[config.mk]
export PLATFORM = sky130hd
export DESIGN_NAME = ex_stage
export DESIGN_NICKNAME = d
export VERILOG_FILES = /design/src/source/ex_pkg.sv /design/src/source/ex_alu.sv /design/src/source/ex_spr_bank.sv /design/src/source/ex_dotp_unit.sv /design/src/source/ex_writeback.sv /design/src/source/ex_stage.sv
export SDC_FILE = /design/constraint.sdc
export NUM_CORES = 2
export LEC_CHECK = 0
export BUFFER_PORTS_ARGS = -buffer_cell sky130_fd_sc_hd__clkbuf_2
export CAP_MARGIN = 20
export CORE_ASPECT_RATIO = 1.25
export CORE_MARGIN = 1.5
export CORE_UTILIZATION = 35
export DETAILED_ROUTE_END_ITERATION = 10
export PLACE_DENSITY = 0.61
export RECOVER_POWER = 50
export REMOVE_ABC_BUFFERS = 1
export SKIP_LAST_GASP = 1
export SLEW_MARGIN = 20
export SYNTH_ARGS = -nofsm -noshare
export SYNTH_HDL_FRONTEND = slang
export SYNTH_SLANG_ARGS = --single-unit
[constraint.sdc]
create_clock -name clk -period 10.22 [get_ports clk]
set_input_delay 0.511 -clock clk [delete_from_list [all_inputs] [get_ports clk]]
set_output_delay 0.511 -clock clk [all_outputs]
set_load 0.03 [all_outputs]
[src/source/ex_pkg.sv]
`default_nettype none

package ex_pkg;

  ////////////////////////////////////////
  // Widths and counts
  ////////////////////////////////////////

  localparam int unsigned xlen      = 32;
  localparam int unsigned rf_addr_w = 6;
  localparam int unsigned n_wspr    = 4;  // Weight SPRs
  localparam int unsigned n_aspr    = 2;  // Activation SPRs

  localparam int unsigned wspr_idx_w   = $clog2(n_wspr);
  localparam int unsigned aspr_idx_w   = $clog2(n_aspr);
  localparam int unsigned n_byte_lanes = xlen / 8;
  localparam int unsigned n_half_lanes = xlen / 16;

  typedef logic [xlen-1:0]       word_t;
  typedef logic [rf_addr_w-1:0]  rf_addr_t;
  typedef logic [wspr_idx_w-1:0] wspr_idx_t;
  typedef logic [aspr_idx_w-1:0] aspr_idx_t;

  ////////////////////////////////////////
  // Opcodes
  ////////////////////////////////////////

  typedef enum logic [3:0] {
    alu_add, alu_sub, alu_and, alu_or, alu_xor,
    alu_sll, alu_srl, alu_sra,
    alu_slt, alu_sltu,
    alu_eq, alu_ne, alu_lt, alu_ge  // Branch compares
  } alu_op_e;

  typedef enum logic [1:0] {
    mult_mul,    // Low word of a * b
    mult_dot8,   // c + sum of signed byte products
    mult_dot16   // c + sum of signed halfword products
  } mult_op_e;

  ////////////////////////////////////////
  // Port structs
  ////////////////////////////////////////

  typedef struct packed {
    logic    en;
    alu_op_e op;
    word_t   a;
    word_t   b;
    word_t   c;  // Jump target
  } alu_req_t;

  typedef struct packed {
    logic      en;
    mult_op_e  op;
    word_t     a;
    word_t     b;
    word_t     c;
    logic      spr_sel;  // Dot operands from SPRs
    aspr_idx_t aspr_idx;
    wspr_idx_t wspr_idx;
  } mult_req_t;

  // Activation bank only looks at the low index bit
  typedef struct packed {
    logic      to_wspr;
    logic      to_aspr;
    wspr_idx_t idx;
  } spr_load_t;

  typedef struct packed {
    logic      alu_we;
    rf_addr_t  alu_waddr;
    logic      lsu_we;
    rf_addr_t  lsu_waddr;
    spr_load_t spr_load;
  } wb_ctrl_t;

  typedef struct packed {
    logic     we;
    rf_addr_t waddr;
    word_t    wdata;
  } rf_write_t;

  typedef struct packed {
    logic      wspr_we;
    logic      aspr_we;
    wspr_idx_t idx;
    word_t     wdata;
  } spr_write_t;

endpackage

`default_nettype wire

[src/source/ex_alu.sv]
`timescale 1ns/1ps
`default_nettype none

module ex_alu import ex_pkg::*; (
  input  alu_req_t alu_req_i,
  output word_t    result_o,
  output logic     cmp_o
);

  word_t                    op_a;
  word_t                    op_b;
  logic [$clog2(xlen)-1:0]  shamt;
  logic                     lt_s;
  logic                     lt_u;
  logic                     is_cmp;

  assign op_a  = alu_req_i.a;
  assign op_b  = alu_req_i.b;
  assign shamt = op_b[$clog2(xlen)-1:0];  // Low bits of b only

  assign lt_s = $signed(op_a) < $signed(op_b);
  assign lt_u = op_a < op_b;

  ////////////////////////////////////////
  // Comparison
  ////////////////////////////////////////

  always_comb begin
    is_cmp = 1'b1;
    cmp_o  = 1'b0;
    case (alu_req_i.op)
      alu_slt:  cmp_o = lt_s;
      alu_sltu: cmp_o = lt_u;
      alu_eq:   cmp_o = (op_a == op_b);
      alu_ne:   cmp_o = (op_a != op_b);
      alu_lt:   cmp_o = lt_s;
      alu_ge:   cmp_o = ~lt_s;
      default:  is_cmp = 1'b0;
    endcase
  end

  ////////////////////////////////////////
  // Result mux
  ////////////////////////////////////////

  always_comb begin
    result_o = '0;
    if (is_cmp) begin
      result_o = word_t'(cmp_o);  // Zero-extended compare bit
    end else begin
      case (alu_req_i.op)
        alu_add: result_o = op_a + op_b;
        alu_sub: result_o = op_a - op_b;
        alu_and: result_o = op_a & op_b;
        alu_or:  result_o = op_a | op_b;
        alu_xor: result_o = op_a ^ op_b;
        alu_sll: result_o = op_a << shamt;
        alu_srl: result_o = op_a >> shamt;
        // Sign comes from operand a
        alu_sra: result_o = $signed(op_a) >>> shamt;
        default: result_o = '0;
      endcase
    end
  end

endmodule

`default_nettype wire

[src/source/ex_spr_bank.sv]
`timescale 1ns/1ps
`default_nettype none

module ex_spr_bank import ex_pkg::*; (
  input  logic       clk,
  input  logic       rst_n,
  input  spr_write_t spr_wr_i,
  input  aspr_idx_t  aspr_idx_i,
  input  wspr_idx_t  wspr_idx_i,
  output word_t      aspr_o,
  output word_t      wspr_o
);

  word_t [n_wspr-1:0] wspr_q;  // Weight words
  word_t [n_aspr-1:0] aspr_q;  // Activation words
  aspr_idx_t          aspr_widx;

  // Activation bank is addressed by the low index bits
  assign aspr_widx = spr_wr_i.idx[aspr_idx_w-1:0];

  ////////////////////////////////////////
  // Storage
  ////////////////////////////////////////

  always_ff @(posedge clk or negedge rst_n) begin
    if (!rst_n) begin
      wspr_q <= '0;
      aspr_q <= '0;
    end else begin
      if (spr_wr_i.wspr_we) begin
        wspr_q[spr_wr_i.idx] <= spr_wr_i.wdata;
      end
      if (spr_wr_i.aspr_we) begin
        aspr_q[aspr_widx] <= spr_wr_i.wdata;
      end
    end
  end

  // Read ports show current contents
  assign wspr_o = wspr_q[wspr_idx_i];
  assign aspr_o = aspr_q[aspr_idx_i];

endmodule

`default_nettype wire

[src/source/ex_dotp_unit.sv]
`timescale 1ns/1ps
`default_nettype none

module ex_dotp_unit import ex_pkg::*; (
  input  logic       clk,
  input  logic       rst_n,
  input  mult_req_t  mult_req_i,
  input  spr_write_t spr_wr_i,
  output word_t      result_o
);

  word_t aspr_rdata;
  word_t wspr_rdata;
  word_t dot_a;
  word_t dot_b;

  logic signed [15:0]     prod8  [n_byte_lanes];
  logic signed [31:0]     prod16 [n_half_lanes];
  logic signed [xlen-1:0] sum8;
  logic signed [xlen-1:0] sum16;

  ex_spr_bank u_spr_bank (
    .clk        (clk),
    .rst_n      (rst_n),
    .spr_wr_i   (spr_wr_i),
    .aspr_idx_i (mult_req_i.aspr_idx),
    .wspr_idx_i (mult_req_i.wspr_idx),
    .aspr_o     (aspr_rdata),
    .wspr_o     (wspr_rdata)
  );

  ////////////////////////////////////////
  // Operand select
  ////////////////////////////////////////

  // Activation feeds side a, weight feeds side b
  assign dot_a = mult_req_i.spr_sel ? aspr_rdata : mult_req_i.a;
  assign dot_b = mult_req_i.spr_sel ? wspr_rdata : mult_req_i.b;

  ////////////////////////////////////////
  // Lane arithmetic
  ////////////////////////////////////////

  always_comb begin
    sum8 = $signed(mult_req_i.c);
    for (int i = 0; i < n_byte_lanes; i++) begin
      prod8[i] = $signed(dot_a[8*i +: 8]) * $signed(dot_b[8*i +: 8]);
      sum8     = sum8 + prod8[i];  // Wraps at xlen
    end
  end

  always_comb begin
    sum16 = $signed(mult_req_i.c);
    for (int i = 0; i < n_half_lanes; i++) begin
      prod16[i] = $signed(dot_a[16*i +: 16]) * $signed(dot_b[16*i +: 16]);
      sum16     = sum16 + prod16[i];
    end
  end

  always_comb begin
    case (mult_req_i.op)
      mult_mul:   result_o = mult_req_i.a * mult_req_i.b;  // Low word kept
      mult_dot8:  result_o = word_t'(sum8);
      mult_dot16: result_o = word_t'(sum16);
      default:    result_o = '0;
    endcase
  end

endmodule

`default_nettype wire

[src/source/ex_writeback.sv]
`timescale 1ns/1ps
`default_nettype none

module ex_writeback import ex_pkg::*; (
  input  logic       clk,
  input  logic       rst_n,
  input  logic       alu_en_i,
  input  word_t      alu_result_i,
  input  mult_req_t  mult_req_i,
  input  word_t      mult_result_i,
  input  logic       csr_access_i,
  input  word_t      csr_rdata_i,
  input  wb_ctrl_t   wb_ctrl_i,
  input  logic       lsu_en_i,
  input  logic       lsu_ready_i,
  input  logic       lsu_err_i,
  input  word_t      lsu_rdata_i,
  input  logic       wb_ready_i,
  input  logic       branch_in_ex_i,
  output rf_write_t  fw_o,
  output rf_write_t  wb_o,
  output spr_write_t spr_wr_o,
  output logic       compute_load_o,
  output logic       ex_ready_o,
  output logic       ex_valid_o
);

  logic      lsu_wr_en;
  logic      lsu_we_q;
  rf_addr_t  lsu_waddr_q;
  spr_load_t spr_load_q;
  logic      spr_sel_q;
  word_t     dot_q;

  // Load and dot product issued together
  assign compute_load_o = mult_req_i.en & mult_req_i.spr_sel;

  ////////////////////////////////////////
  // Stage handshake
  ////////////////////////////////////////

  // Branches retire in EX, so ready may rise without WB
  assign ex_ready_o = (lsu_ready_i & wb_ready_i) | branch_in_ex_i;
  assign ex_valid_o = (alu_en_i | mult_req_i.en | csr_access_i | lsu_en_i)
                      & lsu_ready_i & wb_ready_i;

  ////////////////////////////////////////
  // Forwarding port
  ////////////////////////////////////////

  always_comb begin
    fw_o.we    = wb_ctrl_i.alu_we;
    fw_o.waddr = wb_ctrl_i.alu_waddr;
    if (compute_load_o) begin
      fw_o.wdata = alu_result_i;  // Dot result goes out on the LSU port
    end else if (csr_access_i) begin
      fw_o.wdata = csr_rdata_i;
    end else if (mult_req_i.en) begin
      fw_o.wdata = mult_result_i;
    end else if (alu_en_i) begin
      fw_o.wdata = alu_result_i;
    end else begin
      fw_o.wdata = '0;
    end
  end

  ////////////////////////////////////////
  // EX/WB pipeline register
  ////////////////////////////////////////

  assign lsu_wr_en = wb_ctrl_i.lsu_we & ~lsu_err_i;

  always_ff @(posedge clk or negedge rst_n) begin
    if (!rst_n) begin
      lsu_we_q    <= 1'b0;
      lsu_waddr_q <= '0;
      spr_load_q  <= '0;
      spr_sel_q   <= 1'b0;
    end else if (ex_valid_o) begin
      lsu_we_q   <= lsu_wr_en;
      spr_load_q <= wb_ctrl_i.spr_load;
      spr_sel_q  <= mult_req_i.spr_sel;
      if (lsu_wr_en) begin
        lsu_waddr_q <= wb_ctrl_i.lsu_waddr;
      end
    end else if (wb_ready_i) begin
      lsu_we_q <= 1'b0;  // Bubble with nothing to write
    end
  end

  // Dot result one cycle behind the multiplier
  always_ff @(posedge clk or negedge rst_n) begin
    if (!rst_n) begin
      dot_q <= '0;
    end else begin
      dot_q <= mult_result_i;
    end
  end

  ////////////////////////////////////////
  // LSU port and SPR write
  ////////////////////////////////////////

  assign wb_o.we    = lsu_we_q;
  assign wb_o.waddr = lsu_waddr_q;
  assign wb_o.wdata = spr_sel_q ? dot_q : lsu_rdata_i;

  // Load data lands in the SPR even when the GPR takes the dot result
  assign spr_wr_o.wspr_we = lsu_we_q & spr_load_q.to_wspr;
  assign spr_wr_o.aspr_we = lsu_we_q & spr_load_q.to_aspr;
  assign spr_wr_o.idx     = spr_load_q.idx;
  assign spr_wr_o.wdata   = lsu_rdata_i;

endmodule

`default_nettype wire

[src/source/ex_stage.sv]
`timescale 1ns/1ps
`default_nettype none

module ex_stage import ex_pkg::*; (
  input  logic      clk,
  input  logic      rst_n,

  // Requests from decode
  input  alu_req_t  alu_req_i,
  input  mult_req_t mult_req_i,
  input  wb_ctrl_t  wb_ctrl_i,

  input  logic      csr_access_i,
  input  word_t     csr_rdata_i,

  // Load/store unit
  input  logic      lsu_en_i,
  input  logic      lsu_ready_i,
  input  logic      lsu_err_i,
  input  word_t     lsu_rdata_i,

  input  logic      branch_in_ex_i,
  input  logic      wb_ready_i,

  output rf_write_t fw_o,               // To register file and decode
  output rf_write_t wb_o,               // LSU write port
  output logic      branch_decision_o,
  output word_t     jump_target_o,
  output logic      compute_load_o,
  output logic      ex_ready_o,
  output logic      ex_valid_o
);

  word_t      alu_result;
  word_t      mult_result;
  spr_write_t spr_wr;

  assign jump_target_o = alu_req_i.c;

  ex_alu u_alu (
    .alu_req_i (alu_req_i),
    .result_o  (alu_result),
    .cmp_o     (branch_decision_o)
  );

  ex_dotp_unit u_dotp (
    .clk        (clk),
    .rst_n      (rst_n),
    .mult_req_i (mult_req_i),
    .spr_wr_i   (spr_wr),
    .result_o   (mult_result)
  );

  ex_writeback u_writeback (
    .clk            (clk),
    .rst_n          (rst_n),
    .alu_en_i       (alu_req_i.en),
    .alu_result_i   (alu_result),
    .mult_req_i     (mult_req_i),
    .mult_result_i  (mult_result),
    .csr_access_i   (csr_access_i),
    .csr_rdata_i    (csr_rdata_i),
    .wb_ctrl_i      (wb_ctrl_i),
    .lsu_en_i       (lsu_en_i),
    .lsu_ready_i    (lsu_ready_i),
    .lsu_err_i      (lsu_err_i),
    .lsu_rdata_i    (lsu_rdata_i),
    .wb_ready_i     (wb_ready_i),
    .branch_in_ex_i (branch_in_ex_i),
    .fw_o           (fw_o),
    .wb_o           (wb_o),
    .spr_wr_o       (spr_wr),
    .compute_load_o (compute_load_o),
    .ex_ready_o     (ex_ready_o),
    .ex_valid_o     (ex_valid_o)
  );

endmodule

`default_nettype wire

-- Word-level counts from Yosys, hierarchy flattened
Index checks and enable logic that the tools add are counted.
- memories kept: 0
- bits in read-only memories: 0
- register bits: 236
- bits in writable memories: 0
- output and inout bits: 114
- latch bits: 0
- bitwise operators: 16
- multiply operators: 7
- add/subtract/negate cells: 8
- divide/modulo/power cells: 0
- equality and inequality tests: 17
- shift operators: 3
- reduce and logical (&&, ||, !) cells: 8
- magnitude comparators: 8
- multiplexer cells: 24
- operators with widths (kind ; count):
    2-to-1 mux 32 bit ; 13
    case mux 32 bit (8 select lines) ; 1
    adder 32 x 16 -> 32 bit ; 4
    bitwise mux 128 bit ; 1
    adder 32 bit ; 3
    case mux 32 bit (3 select lines) ; 1
    binary-select mux 32 bit (select 2 bit) ; 1
    bitwise mux 64 bit ; 1
    demux 32 bit (select 2 bit) ; 1
    < comparator 32 bit ; 2
    multiplier 16 x 16 -> 32 bit ; 2
    multiplier 8 x 8 -> 16 bit ; 4
    AND 32 bit ; 1
    demux 32 bit (select 1 bit) ; 1
    equality test 32 bit ; 1
    multiplier 32 x 32 -> 32 bit ; 1
    != test 32 bit ; 1
    OR 32 bit ; 1
    << shifter 32 x 5 -> 32 bit ; 1
    right shift 32 x 5 -> 32 bit ; 1
    >>> shifter 32 x 5 -> 32 bit ; 1
    subtractor 32 bit ; 1
    XOR 32 bit ; 1
    equality test 4 bit (second input constant) ; 6
    21 further kinds ; 40

-- Longest topological paths before layout
- word-level depth: 12
- mapped depth: 35
- mapped depth without buffers: 32

-- Modules after synthesis
Synthesis repeated with hierarchy kept, for this count alone.
- cells, all modules: 7836
- area total of the unflattened synthesis: 72473.3 sq um
- by module, submodules not included (module ; times used ; area an instance (sq um) ; cells an instance):
    ex_dotp_unit ; 1 ; 51683.3 ; 5632
    ex_alu ; 1 ; 8968.6 ; 1327
    ex_spr_bank ; 1 ; 8252.9 ; 484
    ex_writeback ; 1 ; 3328.2 ; 361
    ex_stage ; 1 ; 240.2 ; 32

-- Least setup slack after synthesis
OpenSTA, ideal clock, no wires.
- path type: in2out
- start point: input port mult_req_i[3] (netlist name)
- end point: output port fw_o[29] (netlist name)
- path slack: -667 ps
- stages on the path: 31
- arrival: 10376 ps
- required time: 9709 ps
- cell sequence: clkbuf_1 clkbuf_1 clkbuf_1 buf_1 mux2i_1 nor2_1 fa_1 inv_1 fa_1 fa_1 fa_1 inv_1 fa_1 inv_1 fa_1 inv_1 fa_1 inv_1 fa_1 inv_1 ha_1 a21o_1 a21o_1 a221o_1 a211oi_2 a311oi_1 nor3b_2 xor2_1 nor2_1 a221o_1 a221o_1
- RTL lines (item ; line ; text):
    start, declared ; ex_stage.sv:10 ; input mult_req_t mult_req_i,
    end, declared ; ex_stage.sv:25 ; output rf_write_t fw_o,

==> summary.txt <==
Floorplan
  – Die height: 506 µm
  – # rows: 184
  – Die width: 405 µm
  – Core box area: 201,000 µm²
  – Die area: 205,000 µm²
  – Io pins: 408
  – Starting density of the core: roughly a third

Global route
  – Initial antenna violation count: 16
  – GR Util All Layers: 29.1%
  – Vias in the first global route: 62,700
  – Remaining global-route overflow: 0
  – Largest net degree at the start of global routing: 131
  – First-pass GRT wire length: 431,000 µm

Clocking
  – CTS tree: done
  – Worst-path clk slew: 0.06 ns
  – CTS root buf: clkbuf_16
  – Worst skew pair latency: 0.58 ns
  – Total CTS buffers: 34
  – Longest Clk Path Bufs: 3
  – H-tree levels: 2
  – CTS sink cnt: between 200 and 250
  – Cts hold-fix bufs: 0

Final layout
  – Fillers: 20,200
  – Commonest non-fill, non-tap cell in the layout: inv_1
  – Area grow syn2layout: 13.8%
  – Commonest non-fill, non-tap cells in the layout: inv_1, fa_1, nand2_1
  – Final #Nets: about 11,000
  – Layout cells sized above 1: between 15 and 20%
  – Finished Cell Area: 80,600 µm²

Worst setup path
  – Crit start category: input port
  – Worst setup EP type: primary output
  – Crit path from: mult_req_i[0]
  – Cell family with most CP delay: adder cells
  – Crit path buffers/inverters: 11
  – R2R setup slack: 1.38 ns
  – CP max-delay cell: fa_1
  – FF-to-FF Start: u_dotp.u_spr_bank.wspr_q[113]
  – CP required: 9.71 ns
  – Worst r2r path cells: 32
  – Critical Path Max Stage Delay: around 0.62 ns
  – Worst Setup EP: fw_o[29]
  – Worst path depth: 33
  – CP arrival: 9.61 ns
  – Critical path type: in -> out
  – CP Max Fanout: 8
  – Reg-to-reg endpoint: u_writeback.dot_q[19]
  – Most used cell, CP: fa_1

Placement
  – RePlAce Congestion: 1.04
  – Port bufs: 329
  – Dpl cell area: 78,800 µm²
  – Hpwl dp: 260,000 µm

Routing
  – Vias per std cell: about 5.3
  – Met3 WL: 24,500 µm
  – Drt drc: 0
  – Highest metal used: met5
  – Initial DRC Count: 4,830
  – Drt first pass iters: 6
  – Wire length per cell: 26.9 µm
  – Post-Route WL: 297,000 µm
  – Via count: slightly below 60,000
  – ANT nets after route: 0
  – WL met2: 138,000 µm
  – WL met1: 113,000 µm

Timing
  – Clk_skew: ~0.034 ns
  – Final period utilization: 99.0%
  – Relative slew slack: -324%
  – # setup viols final: 0
  – Crit path time final: between 10 and 15 ns
  – Fin. max-slew vios: 272
  – Hold Vio Cnt, Final: 0
  – Least-Margin Pin Slew: 6.36 ns
  – Setup TNS: 0 ns
  – Unrepaired setup endpoints after global routing: true
  – FMAX: 98.8 MHz

Worst hold path
  – WHS Path Cells: 2
  – HP Class: in -> reg

Synthesis
  – Synth top area share: 42.1%
  – Mapped Cells: approximately 7,700
  – Ys flop type: dfrtp_1
  – Post-synth EDFFs: 0
  – Post-Syn Area per Cell: 9.16 µm²
  – Register bit total from synthesis: 236
  – Seq/Total Area, Yosys: 8.34%
  – Mapped Area: 70,800 µm²
  – Synth cell types: between 90 and 100
  – Ys Warns: 0
  – Synth area leaders: fa_1, inv_1, ha_1, dfrtp_1, nand2_1
  – Synth async-reset ratio: 100%
  – Cell taking the most area after synthesis: fa_1

Flow run
  – Maximum capacitance violations: 3

Run status
  – Failing checks: max-capacitance violations, max-slew violations
  – Outcome: complete, but fails checks
-- worst min-delay path by stage --
stage                                  from                      endpoint  slack [ns]
2_1_floorplan                         rst_n   u_dotp.u_spr_bank.aspr_q[0]        0.22
4_1_cts                               rst_n          u_writeback.dot_q[7]        0.02
5_1_grt                        wb_ctrl_i[0]      u_writeback.spr_wr_o[32]        0.17
3_5_place_dp   u_dotp.u_spr_bank.wspr_q[64]  u_dotp.u_spr_bank.wspr_q[64]        0.49
3_3_place_gp   u_dotp.u_spr_bank.wspr_q[72]  u_dotp.u_spr_bank.wspr_q[72]        0.48
6_report                       wb_ctrl_i[2]     u_writeback.spr_load_q[2]        0.19
-- stage by stage --
stage	instances	setup slack [ns]	utilization, %	hold WS, ns
after floorplan	7370	0.394	-	0.215
after global placement	10900	-0.517	39.2	0.481
after detailed placement	10900	-0.497	39.2	0.488
after CTS	11000	-0.0754	39.8	0.0151
after global routing	11000	-0.160	40.1	0.172
final	11000	0.101	40.1	0.186
-- cells in the mapped netlist (all sizes together) (136+ instances only) --
cell    count
xnor2     144
nand2     886
clkbuf    250
fa       1490
ha        480
and2      136
inv      1905
a21oi     226
nor2      473
dfrtp     236
mux2      273
o21ai     210
-- registers in the layout, summed over array words and instances (netlist names) --
register	cells
u_writeback.dot_q	32
u_writeback.spr_load_q	2
u_writeback.spr_wr_o	2
u_dotp.u_spr_bank.wspr_q	128
u_writeback.lsu_we_q	1
u_dotp.u_spr_bank.aspr_q	64
u_writeback.spr_sel_q	1
u_writeback.lsu_waddr_q	6
-- routing by layer --
metal  vias up  global-route usage [%]
li1      24700                       -
met1     30400                    36.7
met5         -                  0.0468
met2      2780                    47.1
met3       672                    5.00
met4        10                    16.3
-- cell families after synthesis --
| group | count (synthesis) | share of synthesized area (%) |
|---|---|---|
| buffers and inverters | 2270 | 12.3 |
| muxes | 450 | 7.73 |
| xor gates and xnor gates | 197 | 2.44 |
| DFF | 236 | 8.34 |
| and+or+nand+nor | 1725 | 10.3 |
| AOI/OAI and AO/OA | 884 | 8.25 |
| adders and majority gates | 1970 | 50.6 |
-- repair_timing --
action                                  CTS  global route
endpoints found under the setup margin   18            19
setup buffers                             5            28
resized for setup                        21            89
pin swaps                                 2            28
cloned                                    0             0
-- cell type report --
cell class              instances  area [µm²]  area share (%)
diodes                          5        12.5          0.0155
clock buffers                  46         957            1.19
clock inverters                15         123           0.152
inverters                    1908        7170            8.90
multi-input cells            5226       56600            70.3
flip-flops and latches        236        5910            7.33
well taps                    2697        3370            4.19
repair buffers                905        6390            7.94
Power is not shown: default switching activity piles up to over one toggle a cycle in this logic, so the estimate is an artifact.
